## src/hw/emac_tx_cfg.svh

```systemverilog
// eMAC transmit buffer configuration
`ifndef EMAC_TX_CFG_SVH
`define EMAC_TX_CFG_SVH

//////////////////////////////
// datapath widths
//////////////////////////////

`define EMAC_DATA_W     8       // one byte per beat
`define EMAC_LEN_W      16      // frame length field
`define EMAC_TYPE_W     16      // protocol type field

//////////////////////////////
// storage
//////////////////////////////

// data RAM, wraps on its power-of-two size
`define EMAC_RAM_DEPTH  2048
`define EMAC_RAM_AW     11

// descriptor queue
`define EMAC_DESC_DEPTH 32
`define EMAC_DESC_AW    5

//////////////////////////////
// frame limits and codes
//////////////////////////////

`define EMAC_MAX_FRAME  1500    // largest frame the RAM must still take
`define EMAC_SMD_E      8'hD5   // express start-of-frame delimiter

`endif

```

## src/hw/emac_types_pkg.sv

```systemverilog
// eMAC datapath types
package emac_types_pkg;

`include "emac_tx_cfg.svh"

    // one stream beat
    typedef logic [`EMAC_DATA_W-1:0] byte_t;

    // frame length in bytes
    typedef logic [`EMAC_LEN_W-1:0] len_t;

    // protocol type as passed to the framer
    typedef logic [`EMAC_TYPE_W-1:0] frame_type_t;

    // data RAM address
    typedef logic [`EMAC_RAM_AW-1:0] ram_addr_t;

    // bytes held, one bit wider than the address so a full RAM fits
    typedef logic [`EMAC_RAM_AW:0] fill_t;

    // start mPacket delimiter
    typedef logic [7:0] smd_t;

endpackage

```

## src/hw/emac_desc_if.sv

```systemverilog
// frame descriptor channel
interface emac_desc_if;

    import emac_types_pkg::*;

    // write side, frame store to FIFO
    logic        push;      // first beat of a frame
    len_t        wr_len;
    frame_type_t wr_type;
    logic        full;

    // read side, FIFO to scheduler
    logic        pop;       // drop head entry
    len_t        rd_len;    // head, valid while !empty
    frame_type_t rd_type;
    logic        empty;

    modport writer (
        output push, wr_len, wr_type,
        input  full
    );

    modport fifo (
        input  push, wr_len, wr_type, pop,
        output full, rd_len, rd_type, empty
    );

    modport reader (
        output pop,
        input  rd_len, rd_type, empty
    );

endinterface

```

## src/hw/emac_desc_fifo.sv

```systemverilog
// descriptor FIFO, first-word fall-through
`include "emac_tx_cfg.svh"

module emac_desc_fifo (
    input  logic        i_clk,
    input  logic        i_rst,
    emac_desc_if.fifo   desc
);

    import emac_types_pkg::*;

    // entry storage, no reset on payload
    len_t        len_mem  [`EMAC_DESC_DEPTH];
    frame_type_t type_mem [`EMAC_DESC_DEPTH];

    logic [`EMAC_DESC_AW-1:0] wr_ptr;
    logic [`EMAC_DESC_AW-1:0] rd_ptr;
    logic [`EMAC_DESC_AW:0]   count;   // 0 .. depth

    logic do_wr;
    logic do_rd;

    assign do_wr = desc.push && !desc.full;
    assign do_rd = desc.pop && !desc.empty;

    // pointers and occupancy
    always_ff @(posedge i_clk or posedge i_rst) begin
        if (i_rst) begin
            wr_ptr <= '0;
            rd_ptr <= '0;
            count  <= '0;
        end else begin
            if (do_wr) wr_ptr <= wr_ptr + 1'b1; // natural wrap
            if (do_rd) rd_ptr <= rd_ptr + 1'b1;
            case ({do_wr, do_rd})
                2'b10:   count <= count + 1'b1;
                2'b01:   count <= count - 1'b1;
                default: count <= count;        // both or neither
            endcase
        end
    end

    always_ff @(posedge i_clk) begin
        if (do_wr) begin
            len_mem[wr_ptr]  <= desc.wr_len;
            type_mem[wr_ptr] <= desc.wr_type;
        end
    end

    // head shown straight from the array
    assign desc.rd_len  = len_mem[rd_ptr];
    assign desc.rd_type = type_mem[rd_ptr];

    assign desc.empty = (count == '0);
    assign desc.full  = (count == `EMAC_DESC_DEPTH);

endmodule

```

## src/flat_wrapper.sv

```systemverilog
// flat-port wrapper written by rule: the top's interface ports become plain ports
module emac_desc_fifo_flat import emac_types_pkg::*;
  (i_clk, i_rst, desc_push, desc_wr_len, desc_wr_type, desc_pop, desc_full, desc_rd_len, desc_rd_type, desc_empty);
  emac_desc_if desc_i ();
  input  logic i_clk;
  input  logic i_rst;
  input wire logic [$bits(desc_i.push)-1:0] desc_push;
  input wire logic [$bits(desc_i.wr_len)-1:0] desc_wr_len;
  input wire logic [$bits(desc_i.wr_type)-1:0] desc_wr_type;
  input wire logic [$bits(desc_i.pop)-1:0] desc_pop;
  output wire logic [$bits(desc_i.full)-1:0] desc_full;
  output wire logic [$bits(desc_i.rd_len)-1:0] desc_rd_len;
  output wire logic [$bits(desc_i.rd_type)-1:0] desc_rd_type;
  output wire logic [$bits(desc_i.empty)-1:0] desc_empty;
  assign desc_i.push = desc_push;
  assign desc_i.wr_len = desc_wr_len;
  assign desc_i.wr_type = desc_wr_type;
  assign desc_i.pop = desc_pop;
  assign desc_full = desc_i.full;
  assign desc_rd_len = desc_i.rd_len;
  assign desc_rd_type = desc_i.rd_type;
  assign desc_empty = desc_i.empty;
  emac_desc_fifo u_core (.i_clk(i_clk), .i_rst(i_rst), .desc(desc_i));
endmodule
```

## config.mk

```make
export PLATFORM = sky130hd
export DESIGN_NAME = emac_desc_fifo_flat
export DESIGN_NICKNAME = d
export VERILOG_FILES = /design/src/hw/emac_types_pkg.sv /design/src/hw/emac_desc_if.sv /design/src/hw/emac_desc_fifo.sv /design/src/flat_wrapper.sv
export VERILOG_INCLUDE_DIRS = /design/src /design/src/hw
export SDC_FILE = /design/constraint.sdc
export NUM_CORES = 1
export LEC_CHECK = 0
export BUFFER_PORTS_ARGS = -buffer_cell sky130_fd_sc_hd__buf_4
export CAP_MARGIN = 20
export CORE_UTILIZATION = 50
export CTS_CLUSTER_DIAMETER = 120
export DETAILED_ROUTE_END_ITERATION = 6
export GPL_TIMING_DRIVEN = 0
export HOLD_SLACK_MARGIN = 0.12
export MAX_ROUTING_LAYER = met4
export PLACE_DENSITY = 0.78
export SETUP_SLACK_MARGIN = 0.2
export SKIP_LAST_GASP = 1
export SLEW_MARGIN = 20
export SYNTH_ARGS = -nofsm -noshare
export SYNTH_HDL_FRONTEND = slang
export SYNTH_SLANG_ARGS = --single-unit
```

## constraint.sdc

```tcl
create_clock -name i_clk -period 3.2 [get_ports i_clk]
set_clock_uncertainty 0.15 [all_clocks]
set_input_delay 0.16 -clock i_clk [delete_from_list [all_inputs] [get_ports i_clk]]
set_output_delay 0.16 -clock i_clk [all_outputs]
set_load 0.02 [all_outputs]
```

======== Word level (Yosys, flattened, before mapping) ========
Memories as Yosys holds them, arrays and structs flattened.
Cells that the tools add are included.
cells by class
  add/subtract/negate cells ............... 4
  equal/unequal tests ..................... 3
  multiplexer cells ....................... 3
  reductions and logical operators ........ 6
operators with widths
  operator                                              number
  case mux 6 bit (2 select lines)                       1
  adder 5 x 1 -> 5 bit (second input constant)          2
  adder 6 x 1 -> 6 bit (second input constant)          1
  equality test 6 bit (second input constant)           1
  zero test 6 bit                                       1
  subtractor 6 x 1 -> 6 bit (second input constant)     1
  equality test 2 x 1 -> 1 bit (second input constant)  1
  equality test 2 bit (second input constant)           1
  logical AND 1 bit                                     2
  zero test 1 bit                                       2
  two-way mux 1 bit                                     2
  nonzero test 2 bit                                    1
storage, ports and cells
  bits in registers ....................... 16
  memory bits (writable) .................. 1024
  input port bits ......................... 36
  logic and storage cells ................. 21
  memories kept ........................... 2
memories
  memory           words  bits a word  read ports  clocked after Yosys merged registers in  write ports  line                  source
  u_core.len_mem   32     16           1           0                                        1            emac_desc_fifo.sv:13  len_t len_mem [`EMAC_DESC_DEPTH];
  u_core.type_mem  32     16           1           0                                        1            emac_desc_fifo.sv:14  frame_type_t type_mem [`EMAC_DESC_DEPTH];

======== Logic depth before layout (Yosys ltp) ========
  word-level depth ........................ 5
  depth in mapped cells ................... 10
  mapped depth without buffers ............ 9

======== Worst setup path before layout ========
Ideal clock, no wire load.
  path type ............................... flip-flop to flip-flop
  start point ............................. register u_core.count[0]
  end point ............................... register u_core.count[5]
  library setup time ...................... 124 ps
  arrival time ............................ 3018 ps
  required time ........................... 2926 ps
  setup slack ............................. -92 ps
  stages on the path, launching flop included .. 11
  clock period less this slack ............ 3292 ps
  cells stage by stage .................... dfrtp_1 or4_4 o31a_1 buf_2 inv_1 ha_1 ha_1 nor4bb_1 a211o_1 or3b_2 xnor2_1
on the way
  word-level cells in the longest chain between the ends .. 5
  elaborated cells between the ends (all ways) .. 12
RTL lines
  item                                                                               line                  source
  start, declared                                                                    emac_desc_fifo.sv:18  logic [`EMAC_DESC_AW:0] count;
  start signal, assigned                                                             emac_desc_fifo.sv:36  2'b10: count <= count + 1'b1;
  start signal, assigned                                                             emac_desc_fifo.sv:37  2'b01: count <= count - 1'b1;
  start signal, assigned                                                             emac_desc_fifo.sv:38  default: count <= count;
  parallel branches: the longest is 5 deep, another holds subtractor 6 x 1 -> 6 bit  --
Several ways; the timed one is not identified.
A chain may end at the register's enable or synchronous reset.

======== Worst setup path in the final report ========
  start point ............................. register u_core.rd_ptr[0]
  end point ............................... output desc_rd_type[14]
on the way
  word-level cells in the longest chain between the ends .. 1
RTL lines
  item                       line                  source
  start, declared            emac_desc_fifo.sv:17  logic [`EMAC_DESC_AW-1:0] rd_ptr;
  start signal, assigned     emac_desc_fifo.sv:34  if (do_rd) rd_ptr <= rd_ptr + 1'b1;
  memory read (32 x 16 bit)  --
  end, declared              flat_wrapper.sv:13    output wire logic [$bits(desc_i.rd_type)-1:0] desc_rd_type;
No other way between the ends.

==> out/results.ini <==
[outcome]
status = finished, violations left
violations = setup timing

[power]
irDropWorstVdd_uv = 628
p_leak_nw = 15.5
power_density_mw_per_mm2 = 917

[clock_tree]
cts-htree-levels = 3
path_clk_slew_ps = 70
cts-buffers-inserted = 97
cts_tree = yes
insertion_delay_ps = 660
clk_root_buffer_cell = clkbuf_16
ctsLongestPathBuffers = 3
cts.sinks = 1040

[timing]
slew_viol_final = 0
fmax_ghz = 0.307
hold_viol_final = 0
fin_crit_sh_pct = 102
slew_headroom_pct = 39.5
tightest_slew_ps = 905
min_period_ps = 3260
grt_setup_unrepaired = yes
fin_hold_ws_ps = 308
setup_ws_ps = -62.3
setup_viol = 2

[worst_setup_path]
critPathMaxFanout = 6
cp-startpoint = u_core.rd_ptr[0]
cp.arrival_ps = 2950
start_kind = flop
r2r_start = u_core.count[4]
required_ps = 2890
critical_path_class = flop to output port
r2r_setup_slack_ps = 90
end_kind = output port

[floorplan]
num_rows = 103
die-area_mm2 = 0.0809
fp.dieH_um = 284
core_area_mm2 = 0.0790
die_x_um = 284
io_pins = 70
floorplan.initialDensity_pct = 50.5

[yosys]
yosysTopAreaCell = edfxtp_1
synth_area_leaders = edfxtp_1, mux4_2, mux2i_1, a22oi_1, o221ai_1
syn-instance-count = 1805
synth_top_area_share_pct = 77.1
synth_flop_cell = edfxtp_1
async_flop_share_pct = 1.54
synth_edf_count = 1024
syn-num-nets = 1852
synth-warning-count = 0
synthesis.area_mm2 = 0.0399
seq_area_frac_synth_pct = 78.1
synth_area_per_cell_um2 = 22.1
synth_seq_cells = 1040
yosysUniqueCellTypes = 50

[drt]
ant_nets = 0
drc = 0
routedWlPerCell_um = 33.8
vias = 21300
finalWirelength_um = 109000
drt_iter0_drc = 3197
drt_first_pass_iters = 6
vias_per_cell = 6.62

[grt]
grt_overflow = 0
grt_use_met1_pct = 32.5
use_met3_pct = 4.70
grt_pass1_vias = 21600
busiest_layer = met2
grt_usage_pct = 26.7
grt_pass1_wl_um = 149000
grt_max_degree = 33
grt_use_met2_pct = 44.1
antenna_found_initial = 2

[cells_and_area]
nets = 2139
fill_cells = 4962
area.growth.synth_to_final_pct = 21.5
final_cell_mix = edfxtp_1, mux4_2, mux2i_1, clkbuf_16, buf_4
fin_cells = 3223
drive_gt1_share_pct = 36.8
final_common_cell = edfxtp_1
final_util_pct = 61.3

[placement]
io_buffers = 69
place_inst = 2961
gp_congestion = 0.836
hpwl_um = 60800

[min_path]
hold_path_class = input pin to flop
hold_start = desc_wr_len[10]

[job]
drv_cap = 0

==> logic make-up after synthesis <==
logic type / Yosys count / share of synthesized area (%)
AOI/OAI and AO/OA: 239 / 4.31
xor gates and xnor gates: 12 / 0.264
adders and majority gates: 11 / 0.364
buffers and inverters: 111 / 1.89
DFF: 1040 / 78.1
muxes: 322 / 14.2
and+or+nand+nor: 70 / 0.879
==> state kept, by name (all words and copies together), names as in the netlist <==
register / count
u_core.len_mem: 512
u_core.rd_ptr: 5
u_core.type_mem: 512
u_core.wr_ptr: 5
u_core.count: 6
==> metrics by stage <==
step	setup TNS [ps]	power [mW]	setup slack [ps]	instance area, um^2
global route	-43.2	45.4	-26.1	48400
detailed placement	0	29.4	53.3	42900
finish	-76.1	44.4	-62.3	48400
floorplan	0	24.5	207	39900
CTS	0	42.8	87.4	47700
global placement	-1356740	28.7	-1660	41700
==> report_power, final <==
part / internal (mW) / switching, mW / total [mW]
logic: 7.56 / 9.63 / 17.2
registers: 15.9 / 0.302 / 16.2
clock network: 6.04 / 5.02 / 11.1
total: 29.5 / 15.0 / 44.4
==> final cells by class <==
| type | count | area (um^2) | area share, % |
|---|---|---|---|
| diodes | 2 | 5.00 | 0.0103 |
| flip-flops and latches | 1040 | 31200 | 64.3 |
| repair buffers | 188 | 2630 | 5.43 |
| clock buffers | 126 | 2600 | 5.37 |
| multi-input cells | 654 | 9200 | 19.0 |
| inverters | 6 | 28.8 | 0.0594 |
| clock inverters | 52 | 355 | 0.734 |
| well taps | 1050 | 1310 | 2.71 |
| plain buffers | 105 | 1160 | 2.39 |
==> synthesized netlist by cell type (2+ instances only) <==
cell type,count
clkbuf_1,35
nand2_1,7
or3b_2,3
nor4b_1,2
nand3b_1,3
buf_8,5
mux4_1,2
mux4_2,191
buf_6,10
buf_2,33
ha_1,10
mux2i_1,127
or2_2,2
buf_4,9
dfrtp_1,16
nor2_1,37
nand3_1,2
buf_12,8
nand2_2,3
edfxtp_1,1024
nand4_1,3
xor2_1,3
buf_1,4
o221ai_1,62
nor2b_1,3
xnor2_1,9
inv_1,6
a21oi_1,64
o21ai_0,8
a22oi_1,93
a21o_1,2
==> timing repair <==
action                                  CTS  global route
cloned                                   12             4
resized for setup                       274           101
endpoints found under the hold margin  1050             0
setup buffers                            19            11
hold buffers                             36             0
setup endpoints to repair                33            34
pin swaps                                33            40
==> worst paths after layout <==
kind	end	depth (start not counted)
setup / recovery	desc_rd_type[14]	10
hold / removal	u_core.len_mem[0][10]	2
setup reg to reg	u_core.count[4]	9
hold reg to reg	u_core.count[0]	1
max in group asynchronous	u_core.count[0]	4
min in group asynchronous	u_core.count[5]	4
==> metal layers <==
layer  vias to the layer above  wire length, um
li1                       8281                -
met1                     11100            37600
met2                      1600            55900
met3                       340            10600
met4                         0             4960
met5                         -                0
==> worst max-delay path, stage by stage (launching register included) <==
cell,delay [ps]
dfrtp_1,410
buf_6,150
buf_12,150
buf_16,160
buf_12,130
buf_12,130
mux2i_4,200
o22ai_4,250
a2111oi_4,90
a311oi_4,410
buf_6,190
Power figures use the tool's default switching activity.
