**src/hw/emac_tx_cfg.svh**
```systemverilog
// eMAC transmit buffer configuration
`ifndef EMAC_TX_CFG_SVH
`define EMAC_TX_CFG_SVH

//////////////////////////////
// datapath widths
//////////////////////////////

`define EMAC_DATA_W     8       // one byte per beat
`define EMAC_LEN_W      16      // frame length field
`define EMAC_TYPE_W     16      // protocol type field

//////////////////////////////
// storage
//////////////////////////////

// data RAM, wraps on its power-of-two size
`define EMAC_RAM_DEPTH  2048
`define EMAC_RAM_AW     11

// descriptor queue
`define EMAC_DESC_DEPTH 32
`define EMAC_DESC_AW    5

//////////////////////////////
// frame limits and codes
//////////////////////////////

`define EMAC_MAX_FRAME  1500    // largest frame the RAM must still take
`define EMAC_SMD_E      8'hD5   // express start-of-frame delimiter

`endif

```
**src/hw/emac_types_pkg.sv**
```systemverilog
// eMAC datapath types
package emac_types_pkg;

`include "emac_tx_cfg.svh"

    // one stream beat
    typedef logic [`EMAC_DATA_W-1:0] byte_t;

    // frame length in bytes
    typedef logic [`EMAC_LEN_W-1:0] len_t;

    // protocol type as passed to the framer
    typedef logic [`EMAC_TYPE_W-1:0] frame_type_t;

    // data RAM address
    typedef logic [`EMAC_RAM_AW-1:0] ram_addr_t;

    // bytes held, one bit wider than the address so a full RAM fits
    typedef logic [`EMAC_RAM_AW:0] fill_t;

    // start mPacket delimiter
    typedef logic [7:0] smd_t;

endpackage

```
**src/hw/emac_ctrl_pkg.sv**
```systemverilog
// eMAC control types
package emac_ctrl_pkg;

    // transmit scheduler
    //   IDLE  wait for a descriptor and a free medium
    //   LOAD  pop the descriptor, SMD goes out
    //   SEND  one RAM read per cycle until the frame is done
    typedef enum logic [1:0] {
        IDLE = 2'd0,
        LOAD = 2'd1,
        SEND = 2'd2
    } sched_state_e;

endpackage

```
**src/hw/emac_desc_if.sv**
```systemverilog
// frame descriptor channel
interface emac_desc_if;

    import emac_types_pkg::*;

    // write side, frame store to FIFO
    logic        push;      // first beat of a frame
    len_t        wr_len;
    frame_type_t wr_type;
    logic        full;

    // read side, FIFO to scheduler
    logic        pop;       // drop head entry
    len_t        rd_len;    // head, valid while !empty
    frame_type_t rd_type;
    logic        empty;

    modport writer (
        output push, wr_len, wr_type,
        input  full
    );

    modport fifo (
        input  push, wr_len, wr_type, pop,
        output full, rd_len, rd_type, empty
    );

    modport reader (
        output pop,
        input  rd_len, rd_type, empty
    );

endinterface

```
**src/hw/emac_tx_sched.sv**
```systemverilog
// eMAC transmit scheduler
`include "emac_tx_cfg.svh"

module emac_tx_sched (
    input  logic                        i_clk,
    input  logic                        i_rst,
    emac_desc_if.reader                 desc,
    // frame store read port
    output logic                        o_rd_en,
    input  emac_types_pkg::byte_t       i_rd_data,
    input  logic                        i_rd_vld,
    // pMAC arbitration and framer ready
    input  logic                        i_pmac_busy,
    input  logic                        i_pmac_apply,
    input  logic                        i_rx_ready,
    output logic                        o_emac_busy,
    output logic                        o_emac_apply,
    output logic                        o_emac_pending,
    // framer side
    output emac_types_pkg::byte_t       o_send_data,
    output logic                        o_send_valid,
    output logic                        o_send_last,
    output emac_types_pkg::len_t        o_send_len,
    output emac_types_pkg::frame_type_t o_send_type,
    output emac_types_pkg::smd_t        o_smd,
    output logic                        o_smd_vld
);

    import emac_types_pkg::*;
    import emac_ctrl_pkg::*;

    sched_state_e state;
    sched_state_e state_next;

    len_t remain;       // bytes still to read
    logic start;
    logic last_q;       // rides with the final returning byte

    //////////////////////////////
    // arbitration
    //////////////////////////////

    // framer ready only matters here, a started frame never stalls
    assign start = (state == IDLE) && !desc.empty && !i_pmac_busy
                   && !i_pmac_apply && i_rx_ready;

    assign o_emac_busy    = (state != IDLE) || i_rd_vld;    // covers tail byte
    assign o_emac_apply   = !o_emac_busy && !desc.empty && i_pmac_busy;
    assign o_emac_pending = !desc.empty;

    //////////////////////////////
    // state machine
    //////////////////////////////

    always_comb begin
        state_next = state;
        case (state)
            IDLE: if (start) state_next = LOAD;
            LOAD: state_next = SEND;
            SEND: if (remain == len_t'(1)) state_next = IDLE;
            default: state_next = IDLE;
        endcase
    end

    assign desc.pop = (state == LOAD);  // head was latched on start
    assign o_rd_en  = (state == SEND);  // one byte per cycle

    always_ff @(posedge i_clk or posedge i_rst) begin
        if (i_rst) begin
            state     <= IDLE;
            remain    <= '0;
            o_smd_vld <= 1'b0;
            last_q    <= 1'b0;
        end else begin
            state     <= state_next;
            o_smd_vld <= start;         // high during LOAD
            last_q    <= o_rd_en && (remain == len_t'(1));
            if (start) begin
                remain <= desc.rd_len;
            end else if (o_rd_en) begin
                remain <= remain - 1'b1;
            end
        end
    end

    // frame fields, held until the next frame starts
    always_ff @(posedge i_clk) begin
        if (start) begin
            o_send_len  <= desc.rd_len;
            o_send_type <= desc.rd_type;
            o_smd       <= `EMAC_SMD_E;
        end
    end

    //////////////////////////////
    // framer data
    //////////////////////////////

    // first byte two cycles after the SMD pulse
    assign o_send_data  = i_rd_data;
    assign o_send_valid = i_rd_vld;
    assign o_send_last  = last_q;

endmodule

```
**src/flat_wrapper.sv**
```systemverilog
// flat-port wrapper written by rule: the top's interface ports become plain ports
module emac_tx_sched_flat import emac_types_pkg::*; import emac_ctrl_pkg::*;
  (i_clk, i_rst, o_rd_en, i_rd_data, i_rd_vld, i_pmac_busy, i_pmac_apply, i_rx_ready, o_emac_busy, o_emac_apply, o_emac_pending, o_send_data, o_send_valid, o_send_last, o_send_len, o_send_type, o_smd, o_smd_vld, desc_pop, desc_rd_len, desc_rd_type, desc_empty);
  emac_desc_if desc_i ();
  input  logic i_clk;
  input  logic i_rst;
  output logic o_rd_en;
  input  emac_types_pkg::byte_t i_rd_data;
  input  logic i_rd_vld;
  input  logic i_pmac_busy;
  input  logic i_pmac_apply;
  input  logic i_rx_ready;
  output logic o_emac_busy;
  output logic o_emac_apply;
  output logic o_emac_pending;
  output emac_types_pkg::byte_t o_send_data;
  output logic o_send_valid;
  output logic o_send_last;
  output emac_types_pkg::len_t o_send_len;
  output emac_types_pkg::frame_type_t o_send_type;
  output emac_types_pkg::smd_t o_smd;
  output logic o_smd_vld;
  output wire logic [$bits(desc_i.pop)-1:0] desc_pop;
  input wire logic [$bits(desc_i.rd_len)-1:0] desc_rd_len;
  input wire logic [$bits(desc_i.rd_type)-1:0] desc_rd_type;
  input wire logic [$bits(desc_i.empty)-1:0] desc_empty;
  assign desc_pop = desc_i.pop;
  assign desc_i.rd_len = desc_rd_len;
  assign desc_i.rd_type = desc_rd_type;
  assign desc_i.empty = desc_empty;
  emac_tx_sched u_core (.i_clk(i_clk), .i_rst(i_rst), .desc(desc_i), .o_rd_en(o_rd_en), .i_rd_data(i_rd_data), .i_rd_vld(i_rd_vld), .i_pmac_busy(i_pmac_busy), .i_pmac_apply(i_pmac_apply), .i_rx_ready(i_rx_ready), .o_emac_busy(o_emac_busy), .o_emac_apply(o_emac_apply), .o_emac_pending(o_emac_pending), .o_send_data(o_send_data), .o_send_valid(o_send_valid), .o_send_last(o_send_last), .o_send_len(o_send_len), .o_send_type(o_send_type), .o_smd(o_smd), .o_smd_vld(o_smd_vld));
endmodule
```
**config.mk**
```make
export PLATFORM = sky130hd
export DESIGN_NAME = emac_tx_sched_flat
export DESIGN_NICKNAME = d
export VERILOG_FILES = /design/src/hw/emac_types_pkg.sv /design/src/hw/emac_ctrl_pkg.sv /design/src/hw/emac_desc_if.sv /design/src/hw/emac_tx_sched.sv /design/src/flat_wrapper.sv
export VERILOG_INCLUDE_DIRS = /design/src /design/src/hw
export SDC_FILE = /design/constraint.sdc
export NUM_CORES = 1
export LEC_CHECK = 0
export BUFFER_PORTS_ARGS = -buffer_cell sky130_fd_sc_hd__buf_4
export CORE_AREA = 2 2 77 79
export DETAILED_ROUTE_END_ITERATION = 10
export DIE_AREA = 0 0 79 81
export PLACE_DENSITY = 0.7
export RECOVER_POWER = 50
export SYNTH_ARGS = -nofsm -noshare
export SYNTH_HDL_FRONTEND = slang
export SYNTH_SLANG_ARGS = --single-unit
export TNS_END_PERCENT = 30
```
**constraint.sdc**
```tcl
create_clock -name i_clk -period 1.8 [get_ports i_clk]
set_input_delay 0.18 -clock i_clk [delete_from_list [all_inputs] [get_ports i_clk]]
set_output_delay 0.18 -clock i_clk [all_outputs]
set_load 0.03 [all_outputs]
```
Word level (Yosys, flattened, before mapping)
Cells that the tools add are included.
{"block": "word_totals", "regBits": 52}
{"block": "classes", "n_eq_ne": 5, "n_addsub": 1, "n_reduce_logical": 16, "muxes": 5}
{"operator": "$mux W16", "n": 2}
{"operator": "$eq A16 B1 Y1 const B", "n": 1}
{"operator": "$sub A16 B1 Y16 const B", "n": 1}
{"operator": "$logic_and A1 B1 Y1", "n": 7}
{"operator": "$pmux W2 S3", "n": 1}
{"operator": "$logic_not A1 Y1", "n": 4}
{"operator": "$mux W2", "n": 2}
{"operator": "$reduce_bool A2 Y1", "n": 2}
{"operator": "$eq A2 B1 Y1 const B", "n": 1}
{"operator": "$eq A2 B2 Y1 const B", "n": 1}
{"operator": "$logic_not A2 Y1", "n": 1}
{"operator": "$ne A2 B1 Y1 const B", "n": 1}
{"operator": "$ne A2 B2 Y1 const B", "n": 1}
{"operator": "$reduce_and A2 Y1", "n": 1}
{"operator": "$logic_or A1 B1 Y1", "n": 1}

Logic depth before layout (Yosys ltp)
Gate-level depths: netlist of run 1.
{"block": "depth", "depth_word": 7, "depth_mapped": 6, "mapped_depth_nobuf": 6}

Worst setup path after synthesis of run 1
Ideal clock, no wire load.
{"block": "synth_timing", "path_kind": "register to output", "from": "register u_core.state[1]", "to": "output port o_emac_apply", "stages_incl_launch_ff": 3, "setup_slack_ns": -0.136, "n_path_buf": 0, "arrival_ns": 1.756, "required_time_ns": 1.620, "cell_sequence": "dfrtp_1 or3_1 nor3b_1"}
{"block": "synth_via", "elab_chain_len": 5}
{"element": "start: declaration", "line": "emac_tx_sched.sv:32", "source": "sched_state_e state;"}
{"element": "start signal: assignment", "line": "emac_tx_sched.sv:75", "source": "state <= state_next;"}
{"element": "$reduce_bool A2 Y1", "line": "emac_tx_sched.sv:47", "source": "assign o_emac_busy = (state != IDLE) || i_rd_vld;"}
{"element": "$logic_or A1 B1 Y1", "line": "emac_tx_sched.sv:47"}
{"element": "via o_emac_busy", "line": "flat_wrapper.sv:13", "source": "output logic o_emac_busy;"}
{"element": "$logic_not A1 Y1", "line": "emac_tx_sched.sv:48", "source": "assign o_emac_apply = !o_emac_busy && !desc.empty && i_pmac_busy;"}
{"element": "$logic_and A1 B1 Y1 (2 in series)", "line": "emac_tx_sched.sv:48"}
{"element": "end: declaration", "line": "flat_wrapper.sv:14", "source": "output logic o_emac_apply;"}
The timed path passes the listed nets, and every way through them passes these cells.

Worst setup path after layout of run 1
{"block": "layout_timing", "from": "register u_core.state[1]", "to": "output port o_emac_apply"}
{"block": "layout_via", "elab_chain_len": 5}
{"element": "$reduce_bool A2 Y1", "line": "emac_tx_sched.sv:47"}
{"element": "$logic_or A1 B1 Y1", "line": "emac_tx_sched.sv:47"}
{"element": "$logic_not A1 Y1", "line": "emac_tx_sched.sv:48"}
{"element": "$logic_and A1 B1 Y1 (2 in series)", "line": "emac_tx_sched.sv:48"}
No other way between the ends.

==> flow_summary_export.csv, run 1 <==
group,metric,value,unit
status,status,"complete, no violations",
synthesis,yosysWarningCount,0,
global_routing,antenna_found_initial,0,
clock_network,post-cts-setup-buffers,0,
global_routing,track_usage,0.129,
power_and_ir_drop,total_power,3.39,mW
synthesis,ys_seq_area_frac,0.638,
sta,post-route-min-period,1710,ps
die,die_width,79,um
drt,wl,4.12,mm
final_layout,nets,302,
clock_network,htreeDepth,2,
sta,fin_crit_sh,0.947,
synthesis,synth.cell_area,0.00229,sq mm
drt,wl_per_cell,12.5,um
place,dp_hpwl,3.08,mm
synthesis,post_synth.cell_area_avg,13.4,sq um
sta,report.final.slew_viol_count,0,
min_path,min_path_type,"in -> reg",
synthesis,async_flop_share,0.385,
critical_path,cp_slowest_cell,"dfrtp_1",
critical_path,r2r_start,"u_core.remain[7]$_DFFE_PP0P_",
critical_path,start_kind,"flip-flop",
synthesis,ys.flop_type,"edfxtp_1",
power_and_ir_drop,ir_drop,0.435,mV
drt,drt-pass1-iter-count,4,
power_and_ir_drop,p_leak,1.19,nW
critical_path,r2r_slack,160,ps
critical_path,arrival,1530,ps
critical_path,critPathKind,"reg -> out",
critical_path,path_max_fanout,6,
final_layout,synthToLayoutAreaGrowth,29.2,%
synthesis,synth_area_leaders,"edfxtp_1, dfrtp_1, buf_4",
sta,fin_worst_skew,2.15,ps
sta,max_freq,0.586,GHz
synthesis,ys_types,43,
final_layout,antennaDiodeCount,0,
final_layout,fill_cells,533,
critical_path,required,1620,ps
global_routing,grt_pass1_vias,1435,
drt,vias,1503,
synthesis,yosysTopAreaCell,"edfxtp_1",
clock_network,clkTransAtPathRegs,90,ps
min_path,min_to,"u_core.o_send_type[3]$_DFFE_PP_",
synthesis,synth_seq_cells,52,
clock_network,cts-buffers-inserted,5,
clock_network,clockRootBuffer,"clkbuf_8",
die,core_area,0.00568,sq mm
critical_path,cpPeakStageDelay,460,ps
final_layout,final_cells,329,
clock_network,insertion_delay,300,ps
sta,grt_setup_unrepaired,"false",
critical_path,timing.rr.end,"u_core.remain[12]$_DFFE_PP0P_",
sta,maxSlewHeadroom,0.262,
drt,drc_errors,0,
sta,setup_violations,0,
die,start_util,0.404,
critical_path,ff2ff_path_depth,4,
final_layout,stdcell_area,0.00296,sq mm
drt,vias_per_cell,4.57,
job,maxCapViolCount,0,
global_routing,grt_pass1_wl,6.47,mm
global_routing,grt_start_max_net_pins,40,
synthesis,synth_top_area_frac,0.419,
die,io_pins,103,
min_path,holdPathStages,1,
place,place_congestion,0.776,
power_and_ir_drop,powerDensity,1140,mW/mm^2
die,placementRows,28,
synthesis,synth_cells,171,
min_path,hp-start,"desc_rd_type[3]",
sta,finalSetupTns,0,ps
place,portBuffers,78,
die,fp.dieH,81,um
sta,worst_pin_slew,1110,ps
global_routing,overflow,0,
clock_network,cts_sinks,52,
die,design.die.area,0.00640,sq mm
place,dpl.cell_count,320,
critical_path,crit_path_end_kind,"output pin",
drt,drtIter0Drc,66,
place,post_dp_cell_area,0.00294,sq mm
final_layout,drive_above_1_share,0.343,
synthesis,synth_edf_count,32,
clock_network,cts.repair.resized,0,
final_layout,mostFrequentLayoutCells,"buf_4, edfxtp_1, clkbuf_4",
final_layout,fin_util,0.522,
critical_path,worstPathCellList,"or3_1 -> nor3b_2 -> buf_4",
final_layout,final_common_cell,"buf_4",
clock_network,cts_tree,"done",
sta,finalHoldViolations,0,
drt,drtAntennaViolNets,0,
clock_network,clock_path_buffers,2,
==> worst max-delay path by stage <==
stage	end	slack (ps)	startpoint
CTS	o_emac_apply	70	u_core.state[1]$_DFFE_PP0P_
floorplan	u_core.o_send_len[0]$_DFFE_PP_	140	u_core.state[1]$_DFFE_PP0P_
detailed placement	u_core.remain[12]$_DFFE_PP0P_	160	u_core.remain[7]$_DFFE_PP0P_
global placement	u_core.remain[12]$_DFFE_PP0P_	210	u_core.remain[7]$_DFFE_PP0P_
global route	o_emac_apply	3	u_core.state[1]$_DFFE_PP0P_
finish	o_emac_apply	90	u_core.state[1]$_DFFE_PP0P_
==> power by group <==
part / total, mW / switching (mW) / internal [mW]
Clock: 0.651 / 0.374 / 0.277
Combinational: 1.00 / 0.543 / 0.460
Sequential: 1.74 / 0.255 / 1.48
Total: 3.39 / 1.17 / 2.22
==> metal layers <==
metal  track usage  part of all wire
met3        0.0456             0.094
met4        0.0293            0.0061
met1         0.159              0.45
met5             0                 0
met2         0.219              0.45
==> cells by family (layout without fill, tap and decap cells) <==
| kind of cell | Yosys count | count (layout) | share of synthesized area |
|---|---|---|---|
| compound gates | 24 | 24 | 0.0634 |
| xor+xnor | 11 | 11 | 0.0421 |
| fa+ha+maj | 2 | 2 | 0.0109 |
| buf+inv | 26 | 103 | 0.0715 |
| flops | 52 | 52 | 0.638 |
| mux | 2 | 2 | 0.00874 |
| other cells | 2 | 8 | 0.00328 |
| simple gates | 52 | 52 | 0.162 |
==> cells in the mapped netlist, types with 2 or more instances <==
library cell  instances
xor2_1                6
inv_1                 5
edfxtp_1             32
conb_1                2
a21oi_1               4
mux2i_1               2
nor4_4                2
nand3_1               4
nor4_1                2
nor4b_4               2
a21boi_0              2
inv_2                 2
dfrtp_1              20
nor2_1                5
o21ai_0               8
xnor2_1               5
nand2_1              18
or3_1                 2
o21ai_1               3
buf_4                17
ha_1                  2
nand4_1               2
o31ai_1               2
nor3_1                2
buf_2                 2
==> final cells by class <==
type | count | area (sq um) | share of cell area
Clock buffer | 6 | 72.6 | 0.0245
Inverter | 7 | 26.3 | 0.00888
Sequential cell | 52 | 1460 | 0.494
Clock inverter | 2 | 16.3 | 0.00549
Multi-Input combinational cell | 99 | 693 | 0.234
Timing Repair Buffer | 88 | 597 | 0.202
Tap cell | 75 | 93.8 | 0.0317
==> stage by stage <==
step                setup slack (ps)  hold slack [ps]
floorplan                        143              144
detailed placement               161              241
global placement                 207              239
finish                          94.9             70.0
global route                    2.64             48.7
CTS                             70.6             39.6
==> sequential cells by signal, summed over array words and instances, names as in the netlist <==
signal	count
u_core.o_send_len	16
u_core.o_send_type	16
u_core.remain	16
u_core.state	2
u_core.o_send_last	1
u_core.o_smd_vld	1
==> worst max-delay path: cells and delay by family (launching register included) <==
family / cells / cell delay, ps
buf+inv: 1 / 180
simple gates: 2 / 590
flops: 1 / 460
==> what timing repair did <==
| item | CTS | global route |
|---|---|---|
| hold endpoints to repair | 20 | 0 |
| setup endpoints to repair | 0 | 0 |
| hold buffers | 1 | 0 |
No activity file was read; power rests on OpenSTA's default activity.
==> inputs of run 2 (changes only) <==
--- a/config.mk
+++ b/config.mk
@@ -6,12 +6,13 @@
 export SDC_FILE = /design/constraint.sdc
 export NUM_CORES = 1
 export LEC_CHECK = 0
-export BUFFER_PORTS_ARGS = -buffer_cell sky130_fd_sc_hd__buf_4
-export CORE_AREA = 2 2 77 79
+export CORE_AREA = 2 2 68 70
 export DETAILED_ROUTE_END_ITERATION = 10
-export DIE_AREA = 0 0 79 81
-export PLACE_DENSITY = 0.7
+export DIE_AREA = 0 0 70 72
+export DONT_BUFFER_PORTS = 1
+export PLACE_DENSITY = 0.67
 export RECOVER_POWER = 50
+export SETUP_SLACK_MARGIN = 0.02
 export SYNTH_ARGS = -nofsm -noshare
 export SYNTH_HDL_FRONTEND = slang
 export SYNTH_SLANG_ARGS = --single-unit
==> run 2 against run 1 <==
Effect of this change:
- clock-buffer cell count unchanged
- register-to-register slack hardly changed
- global-route usage increased by 3.7 points
- largest power group unchanged
- die area shrank 21%
- sequential share of layout area grew 4.0 points
- sequential cell count unchanged
- via count shrank 9.3%
==> flow_summary_export.csv, run 2 (synthesis gave the netlist of run 1 again) <==
group,metric,value,unit
clock_network,cts_tree,"done",
final_layout,stdcell_area,0.00274,sq mm
clock_network,cts-buffers-inserted,5,
power_and_ir_drop,powerDensity,1210,mW/mm^2
min_path,min_path_type,"in -> reg",
die,die_width,70,um
clock_network,insertion_delay,300,ps
die,core_area,0.00426,sq mm
critical_path,start_kind,"flip-flop",
min_path,hp-start,"desc_rd_len[5]",
final_layout,mostFrequentLayoutCells,"dlygate4sd3_1, edfxtp_1, dfrtp_1",
global_routing,grt_pass1_vias,1444,
place,portBuffers,0,
drt,drt-pass1-iter-count,4,
drt,wl_per_cell,15.9,um
sta,max_freq,0.583,GHz
drt,wl,4.13,mm
final_layout,final_common_cell,"dlygate4sd3_1",
drt,vias,1363,
die,placementRows,24,
sta,finalHoldViolations,0,
sta,fin_crit_sh,0.953,
final_layout,antennaDiodeCount,0,
power_and_ir_drop,ir_drop,0.728,mV
final_layout,drive_above_1_share,0.140,
clock_network,post-cts-setup-buffers,0,
critical_path,r2r_start,"u_core.remain[7]$_DFFE_PP0P_",
clock_network,cts_sinks,52,
power_and_ir_drop,p_leak,1.03,nW
sta,fin_worst_skew,4.07,ps
critical_path,critPathKind,"reg -> out",
die,fp.dieH,72,um
clock_network,clock_path_buffers,2,
final_layout,synthToLayoutAreaGrowth,19.6,%
final_layout,nets,255,
global_routing,overflow,0,
drt,drtAntennaViolNets,0,
final_layout,fin_util,0.642,
critical_path,path_max_fanout,6,
sta,report.final.slew_viol_count,0,
status,status,"complete, no violations",
critical_path,required,1620,ps
final_layout,multiInputGateArea,699,sq um
sta,holdWs,3.00,ps
final_layout,largestRegisters,"u_core.o_send_len: 16 flops, u_core.o_send_type: 16 flops, u_core.remain: 16 flops",
critical_path,r2r_slack,170,ps
job,maxCapViolCount,0,
drt,drtIter0Drc,73,
place,dp_hpwl,2.88,mm
die,start_util,0.537,
sta,worst_pin_slew,799,ps
global_routing,track_usage,0.165,
clock_network,htreeDepth,2,
drt,vias_per_cell,5.26,
die,io_pins,103,
critical_path,crit_start,"u_core.state[1]$_DFFE_PP0P_",
sta,finalSetupTns,0,ps
final_layout,fill_cells,331,
sta,grt_setup_unrepaired,"false",
sta,maxSlewHeadroom,0.467,
clock_network,clkTransAtPathRegs,80,ps
drt,drc_errors,0,
place,place_congestion,0.800,
final_layout,final-seq-area,0.00146,sq mm
place,post_dp_cell_area,0.00232,sq mm
die,design.die.area,0.00504,sq mm
sta,setup_violations,0,
clock_network,clockRootBuffer,"clkbuf_8",
critical_path,arrival,1540,ps
sta,post-route-min-period,1720,ps
global_routing,grt_pass1_wl,6.64,mm
critical_path,crit_path_end_kind,"output pin",
global_routing,grt_start_max_net_pins,61,
global_routing,antenna_found_initial,0,
run 2: metrics by stage:
step / instances / worst slack [ps] / power [mW]
after global placement: 218 / 205 / 2.62
after CTS: 259 / 64.2 / 3.35
after global routing: 259 / 23.4 / 3.53
final: 259 / 84.3 / 3.32
after floorplan: 177 / 143 / 2.47
after detailed placement: 218 / 165 / 2.66
run 2: routing by layer:
metal / wire [um] / up-vias / GRT usage
met2: 2100 / 66 / 0.284
met5: 0 / - / 0
met1: 1590 / 630 / 0.189
met4: 93 / 0 / 0.0684
li1: - / 654 / -
met3: 345 / 13 / 0.0611
run 2: final cells by class:
type / count / share of cell area
clock buffer: 6 / 0.0265
multi-input combinational: 99 / 0.255
timing repair buffer: 41 / 0.147
inverter: 7 / 0.00959
clock inverter: 2 / 0.00411
sequential: 52 / 0.534
tap: 52 / 0.0238
run 2: critical path, stage by stage, from the launching register on:
cell and delay, ps:
dfrtp_1 470, or3_1 430, nor3b_2 160, buf_4 180
run 2: worst paths after layout:
kind / endpoint / cells past startpoint
worst min register to register: u_core.remain[8]$_DFFE_PP0P_ / 2
max in group asynchronous: u_core.state[0]$_DFFE_PP0P_ / 2
min in group asynchronous: u_core.remain[3]$_DFFE_PP0P_ / 2
worst min-delay path: u_core.remain[5]$_DFFE_PP0P_ / 2
worst max-delay path: o_emac_apply / 3
worst max register to register: u_core.remain[12]$_DFFE_PP0P_ / 4
run 2: power breakdown:
group	total, mW	leakage [nW]	switching [mW]	internal (mW)
Clock	0.620	0.0388	0.351	0.270
Sequential	1.80	0.533	0.321	1.48
Combinational	0.901	0.454	0.468	0.433
run 2: what timing repair did:
item,CTS,global route
endpoints found under the setup margin,0,1
hold endpoints to repair,59,0
gates resized for setup,0,1
hold buffers,33,0
